[config.mk]
export PLATFORM = sky130hd
export DESIGN_NAME = spmv_top
export DESIGN_NICKNAME = d
export VERILOG_FILES = /design/src/design/spmv_pkg.sv /design/src/design/nz_fifo.sv /design/src/design/result_buf.sv /design/src/design/sp_pe.sv /design/src/design/spmv_top.sv /design/src/design/wb_decode.sv /design/src/design/weight_mem.sv
export SDC_FILE = /design/constraint.sdc
export NUM_CORES = 2
export LEC_CHECK = 0
export ABC_AREA = 0
export BUFFER_PORTS_ARGS = -buffer_cell sky130_fd_sc_hd__buf_2
export CAP_MARGIN = 0
export CORE_MARGIN = 10
export CORE_UTILIZATION = 51
export CTS_CLUSTER_DIAMETER = 100
export DETAILED_ROUTE_END_ITERATION = 8
export GPL_TIMING_DRIVEN = 1
export HOLD_SLACK_MARGIN = 0.12
export PLACE_DENSITY_LB_ADDON = 0.3
export SYNTH_ARGS = -nofsm -noshare
export SYNTH_HDL_FRONTEND = slang
export SYNTH_SLANG_ARGS = --single-unit
[constraint.sdc]
create_clock -name clk -period 12.8 [get_ports clk]
set_input_delay 3.84 -clock clk [delete_from_list [all_inputs] [get_ports clk]]
set_output_delay 3.84 -clock clk [all_outputs]
set_load 0.01 [all_outputs]
[src/design/spmv_pkg.sv]
package spmv_pkg;

  // feature values and weights
  typedef logic [7:0]  data_t;
  // unsigned product of two data_t
  typedef logic [15:0] prod_t;
  // accumulator, clamps to all ones
  typedef logic [15:0] acc_t;
  // column index into a 64 entry weight vector
  typedef logic [5:0]  col_t;
  // nonzero count of a row, 0 to 64
  typedef logic [6:0]  len_t;
  // nonzero entry, column on top and value below
  typedef logic [13:0] nz_t;
  typedef logic [31:0] wb_dat_t;

  // address regions on adr[9:8]
  localparam logic [1:0] REG_WEIGHT = 2'd0;
  localparam logic [1:0] REG_NZ     = 2'd1;
  localparam logic [1:0] REG_CTRL   = 2'd2;
  localparam logic [1:0] REG_RESULT = 2'd3;

  typedef enum logic [1:0] {
    IDLE,
    RUN,
    DRAIN,
    DONE
  } pe_state_t;

endpackage

[src/design/nz_fifo.sv]
`timescale 1ns/1ns

module nz_fifo
  import spmv_pkg::*;
#(
  parameter int NZ_DEPTH = 16
) (
  input  logic clk,
  input  logic rst_n,
  input  logic push_i,
  input  nz_t  data_i,
  input  logic pop_i,
  output nz_t  data_o,
  output logic empty_o,
  output logic full_o
);

  localparam int PW = $clog2(NZ_DEPTH);
  localparam int CW = $clog2(NZ_DEPTH + 1);

  nz_t           mem [NZ_DEPTH];
  logic [PW-1:0] wr_ptr;
  logic [PW-1:0] rd_ptr;
  logic [CW-1:0] count;
  logic          do_push;
  logic          do_pop;

  assign do_push = push_i && !full_o;
  assign do_pop  = pop_i && !empty_o;

  always_ff @(posedge clk) begin
    if (!rst_n) begin
      wr_ptr <= '0;
      rd_ptr <= '0;
      count  <= '0;
    end else begin
      if (do_push) begin
        wr_ptr <= (wr_ptr == PW'(NZ_DEPTH - 1)) ? '0 : wr_ptr + 1'b1;
      end
      if (do_pop) begin
        rd_ptr <= (rd_ptr == PW'(NZ_DEPTH - 1)) ? '0 : rd_ptr + 1'b1;
      end
      // simultaneous push and pop leaves the count alone
      if (do_push && !do_pop) begin
        count <= count + 1'b1;
      end else if (do_pop && !do_push) begin
        count <= count - 1'b1;
      end
    end
  end

  always_ff @(posedge clk) begin
    if (do_push) begin
      mem[wr_ptr] <= data_i;
    end
  end

  // head falls through
  assign data_o  = mem[rd_ptr];
  assign empty_o = (count == '0);
  assign full_o  = (count == CW'(NZ_DEPTH));

endmodule

[src/design/result_buf.sv]
`timescale 1ns/1ns

module result_buf
  import spmv_pkg::*;
#(
  parameter int RES_DEPTH = 8
) (
  input  logic       clk,
  input  logic       rst_n,
  input  logic       push_i,
  input  acc_t       data_i,
  input  logic       pop_i,
  output acc_t       data_o,
  output logic       empty_o,
  output logic       full_o,
  output logic [3:0] count_o
);

  localparam int PW = $clog2(RES_DEPTH);
  localparam int CW = $clog2(RES_DEPTH + 1);

  acc_t          slots [RES_DEPTH];
  logic [PW-1:0] head;
  logic [PW-1:0] tail;
  logic [CW-1:0] used;
  logic          wr_en;
  logic          rd_en;

  assign wr_en = push_i && !full_o;
  assign rd_en = pop_i && !empty_o;

  always_ff @(posedge clk) begin
    if (!rst_n) begin
      head <= '0;
      tail <= '0;
      used <= '0;
    end else begin
      if (wr_en) begin
        tail <= (tail == PW'(RES_DEPTH - 1)) ? '0 : tail + 1'b1;
      end
      if (rd_en) begin
        head <= (head == PW'(RES_DEPTH - 1)) ? '0 : head + 1'b1;
      end
      case ({wr_en, rd_en})
        2'b10:   used <= used + 1'b1;
        2'b01:   used <= used - 1'b1;
        default: used <= used;
      endcase
    end
  end

  always_ff @(posedge clk) begin
    if (wr_en) begin
      slots[tail] <= data_i;
    end
  end

  assign data_o  = slots[head];
  assign empty_o = (used == '0);
  assign full_o  = (used == CW'(RES_DEPTH));
  // occupancy for the status word
  assign count_o = 4'(used);

endmodule

[src/design/sp_pe.sv]
`timescale 1ns/1ns

module sp_pe
  import spmv_pkg::*;
(
  input  logic  clk,
  input  logic  rst_n,
  input  logic  start_i,
  input  len_t  row_len_i,
  input  nz_t   nz_i,
  input  logic  nz_empty_i,
  input  data_t weight_i,
  input  logic  res_full_i,
  output logic  nz_pop_o,
  output col_t  waddr_o,
  output logic  res_push_o,
  output acc_t  result_o,
  output logic  busy_o
);

  pe_state_t state_q;
  pe_state_t state_d;
  len_t      len_q;
  len_t      cnt_q;
  prod_t     prod_q;
  logic      prod_vld_q;
  acc_t      acc_q;
  logic      drain_q;
  logic      pop;
  logic      last_pop;
  logic      load;
  data_t     value;
  logic [$bits(acc_t):0] sum;

  assign value   = nz_i[7:0];
  assign waddr_o = nz_i[13:8];

  assign load     = (state_q == IDLE) && start_i;
  assign pop      = (state_q == RUN) && !nz_empty_i && (cnt_q < len_q);
  assign last_pop = pop && ((cnt_q + 7'd1) == len_q);

  always_comb begin
    state_d = state_q;
    case (state_q)
      IDLE: begin
        if (start_i) begin
          state_d = RUN;
        end
      end
      RUN: begin
        // an empty row goes straight to drain
        if (last_pop || (cnt_q == len_q)) begin
          state_d = DRAIN;
        end
      end
      DRAIN: begin
        if (drain_q) begin
          state_d = DONE;
        end
      end
      DONE: begin
        if (!res_full_i) begin
          state_d = IDLE;
        end
      end
      default: state_d = IDLE;
    endcase
  end

  always_ff @(posedge clk) begin
    if (!rst_n) begin
      state_q    <= IDLE;
      len_q      <= '0;
      cnt_q      <= '0;
      prod_vld_q <= 1'b0;
      drain_q    <= 1'b0;
    end else begin
      state_q    <= state_d;
      prod_vld_q <= pop;
      // second drain cycle lets the last product land in acc
      drain_q    <= (state_q == DRAIN) && !drain_q;
      if (load) begin
        len_q <= row_len_i;
        cnt_q <= '0;
      end else if (pop) begin
        cnt_q <= cnt_q + 7'd1;
      end
    end
  end

  // stage 2 sum, carry out means overflow
  assign sum = {1'b0, acc_q} + {1'b0, prod_q};

  always_ff @(posedge clk) begin
    // stage 1
    if (pop) begin
      prod_q <= prod_t'(value) * prod_t'(weight_i);
    end
    if (load) begin
      acc_q <= '0;
    end else if (prod_vld_q) begin
      acc_q <= sum[$bits(acc_t)] ? '1 : sum[$bits(acc_t)-1:0];
    end
  end

  assign nz_pop_o   = pop;
  assign res_push_o = (state_q == DONE) && !res_full_i;
  assign result_o   = acc_q;
  assign busy_o     = (state_q != IDLE);

endmodule

[src/design/spmv_top.sv]
`timescale 1ns/1ns

module spmv_top
  import spmv_pkg::*;
#(
  parameter int DOT_SIZE  = 64,
  parameter int NZ_DEPTH  = 16,
  parameter int RES_DEPTH = 8
) (
  input  logic       clk,
  input  logic       rst_n,
  input  logic       wb_cyc_i,
  input  logic       wb_stb_i,
  input  logic       wb_we_i,
  input  logic [9:0] wb_adr_i,
  input  wb_dat_t    wb_dat_i,
  output wb_dat_t    wb_dat_o,
  output logic       wb_ack_o
);

  // weight store write side
  logic  w_we;
  col_t  w_addr;
  data_t w_data;
  // nonzero fifo
  logic  nz_push;
  nz_t   nz_wdata;
  logic  nz_pop;
  nz_t   nz_head;
  logic  nz_empty;
  logic  nz_full;
  // execute
  logic  row_start;
  len_t  row_len;
  col_t  pe_raddr;
  data_t pe_weight;
  logic  pe_busy;
  // result buffer
  logic       res_push;
  acc_t       res_wdata;
  logic       res_pop;
  acc_t       res_head;
  logic       res_empty;
  logic       res_full;
  logic [3:0] res_count;

  wb_decode u_wb_decode (
    .clk         (clk),
    .rst_n       (rst_n),
    .wb_cyc_i    (wb_cyc_i),
    .wb_stb_i    (wb_stb_i),
    .wb_we_i     (wb_we_i),
    .wb_adr_i    (wb_adr_i),
    .wb_dat_i    (wb_dat_i),
    .fifo_full_i (nz_full),
    .pe_busy_i   (pe_busy),
    .res_count_i (res_count),
    .res_data_i  (res_head),
    .res_empty_i (res_empty),
    .wb_dat_o    (wb_dat_o),
    .wb_ack_o    (wb_ack_o),
    .w_we_o      (w_we),
    .w_addr_o    (w_addr),
    .w_data_o    (w_data),
    .nz_push_o   (nz_push),
    .nz_data_o   (nz_wdata),
    .row_start_o (row_start),
    .row_len_o   (row_len),
    .res_pop_o   (res_pop)
  );

  nz_fifo #(
    .NZ_DEPTH (NZ_DEPTH)
  ) u_nz_fifo (
    .clk     (clk),
    .rst_n   (rst_n),
    .push_i  (nz_push),
    .data_i  (nz_wdata),
    .pop_i   (nz_pop),
    .data_o  (nz_head),
    .empty_o (nz_empty),
    .full_o  (nz_full)
  );

  weight_mem #(
    .DOT_SIZE (DOT_SIZE)
  ) u_weight_mem (
    .clk     (clk),
    .rst_n   (rst_n),
    .we_i    (w_we),
    .waddr_i (w_addr),
    .wdata_i (w_data),
    .raddr_i (pe_raddr),
    .rdata_o (pe_weight)
  );

  sp_pe u_sp_pe (
    .clk        (clk),
    .rst_n      (rst_n),
    .start_i    (row_start),
    .row_len_i  (row_len),
    .nz_i       (nz_head),
    .nz_empty_i (nz_empty),
    .weight_i   (pe_weight),
    .res_full_i (res_full),
    .nz_pop_o   (nz_pop),
    .waddr_o    (pe_raddr),
    .res_push_o (res_push),
    .result_o   (res_wdata),
    .busy_o     (pe_busy)
  );

  result_buf #(
    .RES_DEPTH (RES_DEPTH)
  ) u_result_buf (
    .clk     (clk),
    .rst_n   (rst_n),
    .push_i  (res_push),
    .data_i  (res_wdata),
    .pop_i   (res_pop),
    .data_o  (res_head),
    .empty_o (res_empty),
    .full_o  (res_full),
    .count_o (res_count)
  );

endmodule

[src/design/wb_decode.sv]
`timescale 1ns/1ns

module wb_decode
  import spmv_pkg::*;
(
  input  logic       clk,
  input  logic       rst_n,
  input  logic       wb_cyc_i,
  input  logic       wb_stb_i,
  input  logic       wb_we_i,
  input  logic [9:0] wb_adr_i,
  input  wb_dat_t    wb_dat_i,
  input  logic       fifo_full_i,
  input  logic       pe_busy_i,
  input  logic [3:0] res_count_i,
  input  acc_t       res_data_i,
  input  logic       res_empty_i,
  output wb_dat_t    wb_dat_o,
  output logic       wb_ack_o,
  output logic       w_we_o,
  output col_t       w_addr_o,
  output data_t      w_data_o,
  output logic       nz_push_o,
  output nz_t        nz_data_o,
  output logic       row_start_o,
  output len_t       row_len_o,
  output logic       res_pop_o
);

  logic       ack_q;
  logic       req;
  logic       go;
  logic [1:0] region;
  wb_dat_t    rd_word;

  assign region = wb_adr_i[9:8];
  // no new request in the ack cycle, the master is still holding the old one
  assign req = wb_cyc_i && wb_stb_i && !ack_q;

  // back-pressure on pushes and row starts
  always_comb begin
    case (region)
      REG_NZ:   go = req && (!wb_we_i || !fifo_full_i);
      REG_CTRL: go = req && (!wb_we_i || !pe_busy_i);
      default:  go = req;
    endcase
  end

  always_comb begin
    case (region)
      REG_CTRL:   rd_word = {fifo_full_i, pe_busy_i, 26'd0, res_count_i};
      REG_RESULT: rd_word = {!res_empty_i, 15'd0, res_data_i};
      default:    rd_word = '0;
    endcase
  end

  // side effects fire together with ack
  always_ff @(posedge clk) begin
    if (!rst_n) begin
      ack_q       <= 1'b0;
      w_we_o      <= 1'b0;
      nz_push_o   <= 1'b0;
      row_start_o <= 1'b0;
      res_pop_o   <= 1'b0;
    end else begin
      ack_q       <= go;
      w_we_o      <= go && wb_we_i && (region == REG_WEIGHT);
      nz_push_o   <= go && wb_we_i && (region == REG_NZ);
      row_start_o <= go && wb_we_i && (region == REG_CTRL);
      res_pop_o   <= go && !wb_we_i && (region == REG_RESULT) && !res_empty_i;
    end
  end

  always_ff @(posedge clk) begin
    if (go) begin
      w_addr_o  <= wb_adr_i[5:0];
      w_data_o  <= wb_dat_i[7:0];
      nz_data_o <= {wb_dat_i[21:16], wb_dat_i[7:0]};
      row_len_o <= wb_dat_i[6:0];
      wb_dat_o  <= rd_word;
    end
  end

  assign wb_ack_o = ack_q;

endmodule

[src/design/weight_mem.sv]
`timescale 1ns/1ns

module weight_mem
  import spmv_pkg::*;
#(
  parameter int DOT_SIZE = 64
) (
  input  logic  clk,
  input  logic  rst_n,
  input  logic  we_i,
  input  col_t  waddr_i,
  input  data_t wdata_i,
  input  col_t  raddr_i,
  output data_t rdata_o
);

  data_t weights [DOT_SIZE];

  // weights read as zero until loaded
  always_ff @(posedge clk) begin
    if (!rst_n) begin
      for (int i = 0; i < DOT_SIZE; i++) begin
        weights[i] <= '0;
      end
    end else if (we_i) begin
      weights[waddr_i] <= wdata_i;
    end
  end

  // same-cycle lookup for the execute stage
  assign rdata_o = weights[raddr_i];

endmodule

==> Word level (Yosys, flattened, before mapping) <==
Memory sizes are Yosys's and may differ from the RTL's. A register that Yosys moved wholly into a read port is not among the register bits.
Index checks and enable logic that the tools add are counted.
{ "word_totals": {"reg_bits": 145, "ram_bits": 864, "in_bits": 47, "output_inout_bits": 33, "wordCells": 135, "n_memories": 3} }
{ "classes": {"n_addsub": 10, "mul": 1, "n_lt_le_gt_ge": 1, "n_eq_ne": 20, "n_mux": 30, "bitwise_logic": 1, "n_reduce_logical": 46} }
{ "mem_list": {"columns": ["memory", "depth", "word_bits", "read_ports", "rd_clocked_by_memory_dff", "write_ports", "line", "source"], "rows": [
  ["u_weight_mem.weights", 64, 8, 1, 0, 64, "weight_mem.sv:17", "data_t weights [DOT_SIZE];"],
  ["u_nz_fifo.mem", 16, 14, 1, 1, 1, "nz_fifo.sv:21", "nz_t mem [NZ_DEPTH];"],
  ["u_result_buf.slots", 8, 16, 1, 1, 1, "result_buf.sv:22", "acc_t slots [RES_DEPTH];"]
]} }
{ "ops": {"columns": ["cell", "n"], "rows": [
  ["32-bit one-hot mux with 2 select lines", 1],
  ["1-bit logical AND", 23],
  ["16-bit by 16-bit adder with 17-bit output", 1],
  ["8-bit by 8-bit multiplier with 16-bit output", 1],
  ["16-bit two-way mux", 1],
  ["4-bit two-way mux", 4],
  ["7-bit == test", 2],
  ["4-bit by 1-bit adder with 4-bit output (second input constant)", 3],
  ["4-bit == test (second input constant)", 3],
  ["3-bit two-way mux", 4],
  ["2-bit == test (second input constant)", 5],
  ["1-bit logical NOT", 10],
  ["5-bit two-way mux", 2],
  ["1-bit two-way mux", 9],
  ["2-bit two-way mux", 4],
  ["8-bit two-way mux", 1],
  ["2-bit one-hot mux with 4 select lines", 1],
  ["4-bit one-hot mux with 2 select lines", 1],
  ["8-bit OR reduction", 1],
  ["7-bit by 1-bit adder with 7-bit output (second input constant)", 1],
  ["7-bit < comparator", 1],
  ["3-bit by 1-bit adder with 3-bit output (second input constant)", 2],
  ["2-bit by 1-bit == test with 1-bit output (second input constant)", 3],
  ["3-bit == test (second input constant)", 2],
  ["other kinds (16)", 23]
]} }

==> Depth between registers and ports, before layout <==
{ "depth": {"ltp_word": 8, "depth_mapped": 30, "ltp_nobuf": 26} }

==> By module <==
Synthesis repeated with hierarchy kept, for this count alone.
{ "unflattened": {"cells_unflattened": 2974, "area_unflattened_um2": 45558.7} }
{ "by_module_without_submodules": {"columns": ["mod", "instances", "cells_per_inst", "area_per_inst_um2", "seq_area_each_um2"], "rows": [
  ["weight_mem", 1, 1569, 23782.8, 15374.7],
  ["nz_fifo", 1, 460, 9374.0, 7066.8],
  ["result_buf", 1, 264, 5526.6, 4103.9],
  ["sp_pe", 1, 567, 5062.4, 1161.1],
  ["wb_decode", 1, 114, 1813.0, 1241.2]
]} }

==> Worst setup path before layout <==
OpenSTA, ideal clock, no wires.
{ "synth_timing": {"kind": "input -> register", "start": "input port wb_adr_i[8]", "end": "register u_wb_decode.nz_data_o[10] (enable)", "setup_time_ps": 480, "arrival_ps": 7047, "required_time_ps": 12320, "setup_slack_ps": 5272, "stages": 7, "path_buffers": 0, "path_cell_list": "inv_1 ha_1 inv_1 nor2_1 a31oi_1 nor2_1 nor3_1"} }
{ "synth_between": {"elab_chain_len": 2, "word_cells_on_any_way": 3, "classes_between": "2 x eq/ne; 1 x mux"} }
{ "synth_lines": {"columns": ["item", "line", "source"], "rows": [
  ["from (decl)", "spmv_top.sv:15", "input logic [9:0] wb_adr_i,"],
  ["2-bit == test / 2-bit by 1-bit == test with 1-bit output (equally long branches)", "wb_decode.sv:42", "case (region)"],
  ["1-bit one-hot mux with 2 select lines (*)", "wb_decode.sv:42", null],
  ["named net u_wb_decode.go", "wb_decode.sv:32", "logic go;"],
  ["to (signal assigned)", "wb_decode.sv:78", "nz_data_o <= {wb_dat_i[21:16], wb_dat_i[7:0]};"],
  ["to (decl)", "wb_decode.sv:24", "output nz_t nz_data_o,"]
]} }
The timed path passes the listed nets; every way through them passes the cells marked *.
A chain may end at the register's enable or synchronous reset.

==> summary.md <==
| Metric | Value |
|---|---|
| EDFF count, synth | `918` |
| Worst Path Required | `13.21 ns` |
| CTS buffer count | `102` |
| Number of inserted diodes | `0` |
| Synth-to-layout area growth | `10.10%` |
| CTS tree | `done` |
| CTS root buf | `clkbuf_16` |
| Vias in the first global route | `26310` |
| Max_slew headroom | `0.1397` |
| Cell area after synthesis | `approximately 45000 um^2` |
| WL/cell | `about 21 um` |
| Detail Route Antenna Nets | `0` |
| Dpl hpwl | `roughly 60000 um` |
| Syn_area_per_cell | `~13 um^2` |
| Setup Fix Bufs, Post-CTS | `0` |
| CP Class | `flip-flop to flip-flop` |
| Clock transition at the registers of the reported paths | `around 0.060 ns` |
| Clock Latency Late Sink | `~0.67 ns` |
| Critical path launch point type | `flip-flop` |
| Clock skew | `0.05165 ns` |
| Share of cells above drive strength 1 | `0.1140` |
| Drt initial violations | `approximately 2300` |
| Initial antenna violation count | `0` |
| First-pass GRT wire length | `roughly 150000 um` |
| Seq/Total Area, Yosys | `0.6401` |
| Largest net degree at the start of global routing | `164` |
| Cell total after placement | `approximately 4500` |
| Top_reg_cell synth | `edfxtp_1` |
| Top cells by area, synth | `edfxtp_1 61%, and2_1 7.1%, mux4_2 4.6%, nand2_1 3.5%, dfxtp_1 3.1%` |
| #FFs+latches synth | `slightly below 1000` |
| Via count | `~27000` |
| Largest area contributor in the netlist | `edfxtp_1` |
| Distinct cells, synth | `60` |
| Synth top area share | `0.6095` |
| Die height | `around 320 um` |
| Lkg Pwr | `around 17 nW` |
| First-pass DRT Iterations | `5` |
| Tot GR Track Use | `0.1923` |
| CTS Sinks | `between 900 and 1000` |
| WP data arrival | `9.49 ns` |
| Io pins | `80` |
| Nets | `3612` |
| Grt ovf | `0` |
| Setup TNS | `0 ns` |
| Min Tclk post-route | `just over 9 ns` |
| Unrepaired setup endpoints after global routing | `no` |
| DRC errors left | `0` |
| Max rail drop VDD | `about 140 uV` |
| Die ar. | `approximately 100000 um^2` |
| Crit-path max FO | `86` |
| Mapped Cells | `between 3000 and 4000` |
| Max Cap Violations | `0` |
| Max-slew violations | `0` |
| Final hold vios | `0` |
| Die Width | `317.8 um` |
| Clock buffer depth | `3` |
| PwrDens | `approximately 140 nW/um^2` |
| Crit. End Element | `flip-flop` |
| Outcome | `finished, final reports clean` |
| Fill count | `between 6000 and 7000` |
| Final setup violation count | `0` |
| Vias/cell | `roughly 5.7` |
| Final std cells w/o fill | `4690` |
| Drt total wl | `99340 um` |
| Port buffer count | `45` |
| Peak Freq | `between 100 and 150 MHz` |
| Placer congestion estimate | `~0.84` |
| Fin crit share | `0.7095` |
| H-tree levels | `3` |
| Synth async-reset ratio | `0` |
| Core Footprint | `slightly below 90000 um^2` |
| Starting density of the core | `0.5125` |
| Worst Tran Pin Value | `roughly 1.3 ns` |
| Yosys warning count | `0` |
| HP Class | `flip-flop to flip-flop` |
| Cts repair resizes | `0` |
| # hold bufs at CTS | `0` |
| Rows | `109` |
cells in the final DEF (no fill, tap or decap), drive strengths merged, types with 3 or more instances in the layout:
master	instances
a31oi	102
or2	14
o22ai	49
mux4	92
clkinvlp	6
mux2	13
mux2i	42
nor2b	85
nor3	25
fa	39
o21ai	112
nand3	97
bufinv	11
conb	14
ha	85
or3	6
nand3b	4
nand2	425
a32oi	16
a21boi	3
a21o	9
clkbuf	125
dfxtp	69
inv	80
xnor2	25
nor2	192
a211oi	64
and3	11
o21a	12
edfxtp	918
a21oi	53
nand4	18
nand2b	11
and2	514
clkinv	47
buf	90
xor2	20
worst paths after layout:
| path | start | endpoint | slack, ns | cells past startpoint |
|---|---|---|---|---|
| max | flip-flop | u_sp_pe.prod_q[15] | 3.72 | 26 |
| min | u_sp_pe.drain_q | u_sp_pe.drain_q | 0.41 | 1 |
| max reg2reg | flip-flop | u_sp_pe.prod_q[15] | 3.72 | 26 |
| min reg2reg | u_sp_pe.drain_q | u_sp_pe.drain_q | 0.41 | 1 |
synth_stat cells (50+ instances only):
cell type / count
edfxtp_1: 918
and2_1: 514
nand2_1: 425
nor2_1: 184
clkbuf_1: 156
a31oi_1: 102
o21ai_0: 100
nand3_1: 97
mux4_2: 92
ha_1: 85
nor2b_1: 85
inv_1: 80
dfxtp_1: 69
a21oi_1: 53
a211oi_1: 50
metrics by stage:
step	worst slack, ns	power (mW)	util	cell area (um^2)	hold slack (ns)
floorplan	5.272	3.918	-	45270	0.3921
global placement	3.740	4.004	0.5260	46420	0.4009
detailed placement	3.720	4.012	0.5260	46420	0.4075
CTS	3.684	6.947	0.5642	49780	0.4166
global route	3.108	7.120	0.5643	49790	0.4364
finish	3.718	6.904	0.5643	49790	0.4116
logic make-up (layout without fill, tap and decap cells):
kind of cell    Yosys count  in the layout  synth area share
compound gates          439            439           0.06305
flops                   987            987            0.6401
xor+xnor                 45             45          0.008715
simple gates           1410           1410            0.1595
buf+inv                 307            359           0.02941
other cells               1             14        0.00008292
mux                     147            147           0.05835
fa+ha+maj               124            124           0.04078
layer usage:
layer / vias up / global-route usage / share of wire
li1: 12420 / - / -
met1: 13270 / 0.2630 / 0.44
met2: 812 / 0.3172 / 0.48
met3: 152 / 0.02851 / 0.061
met4: 0 / 0.05521 / 0.024
met5: - / 0 / 0
report_power, final:
| group | internal [mW] | switching, mW | total, mW |
|---|---|---|---|
| combinational | 0.0955 | 0.187 | 0.282 |
| clock | 1.72 | 1.24 | 2.96 |
| sequential | 3.61 | 0.0531 | 3.66 |
cell type report:
type	count	area, um^2	share of cell area
clock inverters	64	688.2	0.01382
flip-flops and latches	987	28950	0.5815
repair buffers	91	583.1	0.01171
inverters	80	300.3	0.006031
well taps	1165	1458	0.02928
clock buffers	124	2678	0.05378
multi-input cells	2179	15130	0.3039
state kept, by name, indices dropped and copies added (netlist names), 4 cells and up, named ones only:
| register | flops |
|---|---|
| u_nz_fifo.count | 5 |
| u_nz_fifo.mem | 224 |
| u_nz_fifo.rd_ptr | 4 |
| u_nz_fifo.wr_ptr | 4 |
| u_result_buf.count_o | 4 |
| u_result_buf.slots | 128 |
| u_sp_pe.cnt_q | 7 |
| u_sp_pe.len_q | 7 |
| u_sp_pe.prod_q | 16 |
| u_sp_pe.result_o | 16 |
| u_wb_decode.nz_data_o | 8 |
| u_wb_decode.row_len_o | 6 |
| u_wb_decode.w_addr_o | 6 |
| u_wb_decode.wb_dat_o | 18 |
| u_weight_mem.weights | 512 |
worst max-delay path: stages (launching register included):
cell and delay, ns:
dfxtp_4 0.84, buf_4 0.52, mux4_2 0.56, mux4_4 0.96
buf_4 0.53, a211oi_1 0.36, a31oi_1 0.11, o22ai_1 0.43
o22ai_1 0.26, nor2_4 0.24, nor2_1 0.09, fa_1 0.46
fa_1 0.45, ha_1 0.29, inv_1 0.05, fa_1 0.47
inv_1 0.04, ha_1 0.31, nor2b_1 0.15, o21ai_0 0.22
a21boi_0 0.15, o21ai_0 0.21, a21boi_0 0.15, o21ai_0 0.20
a21oi_1 0.11, o41ai_1 0.36, xnor2_1 0.11
No activity file was read; power rests on OpenSTA's default activity.
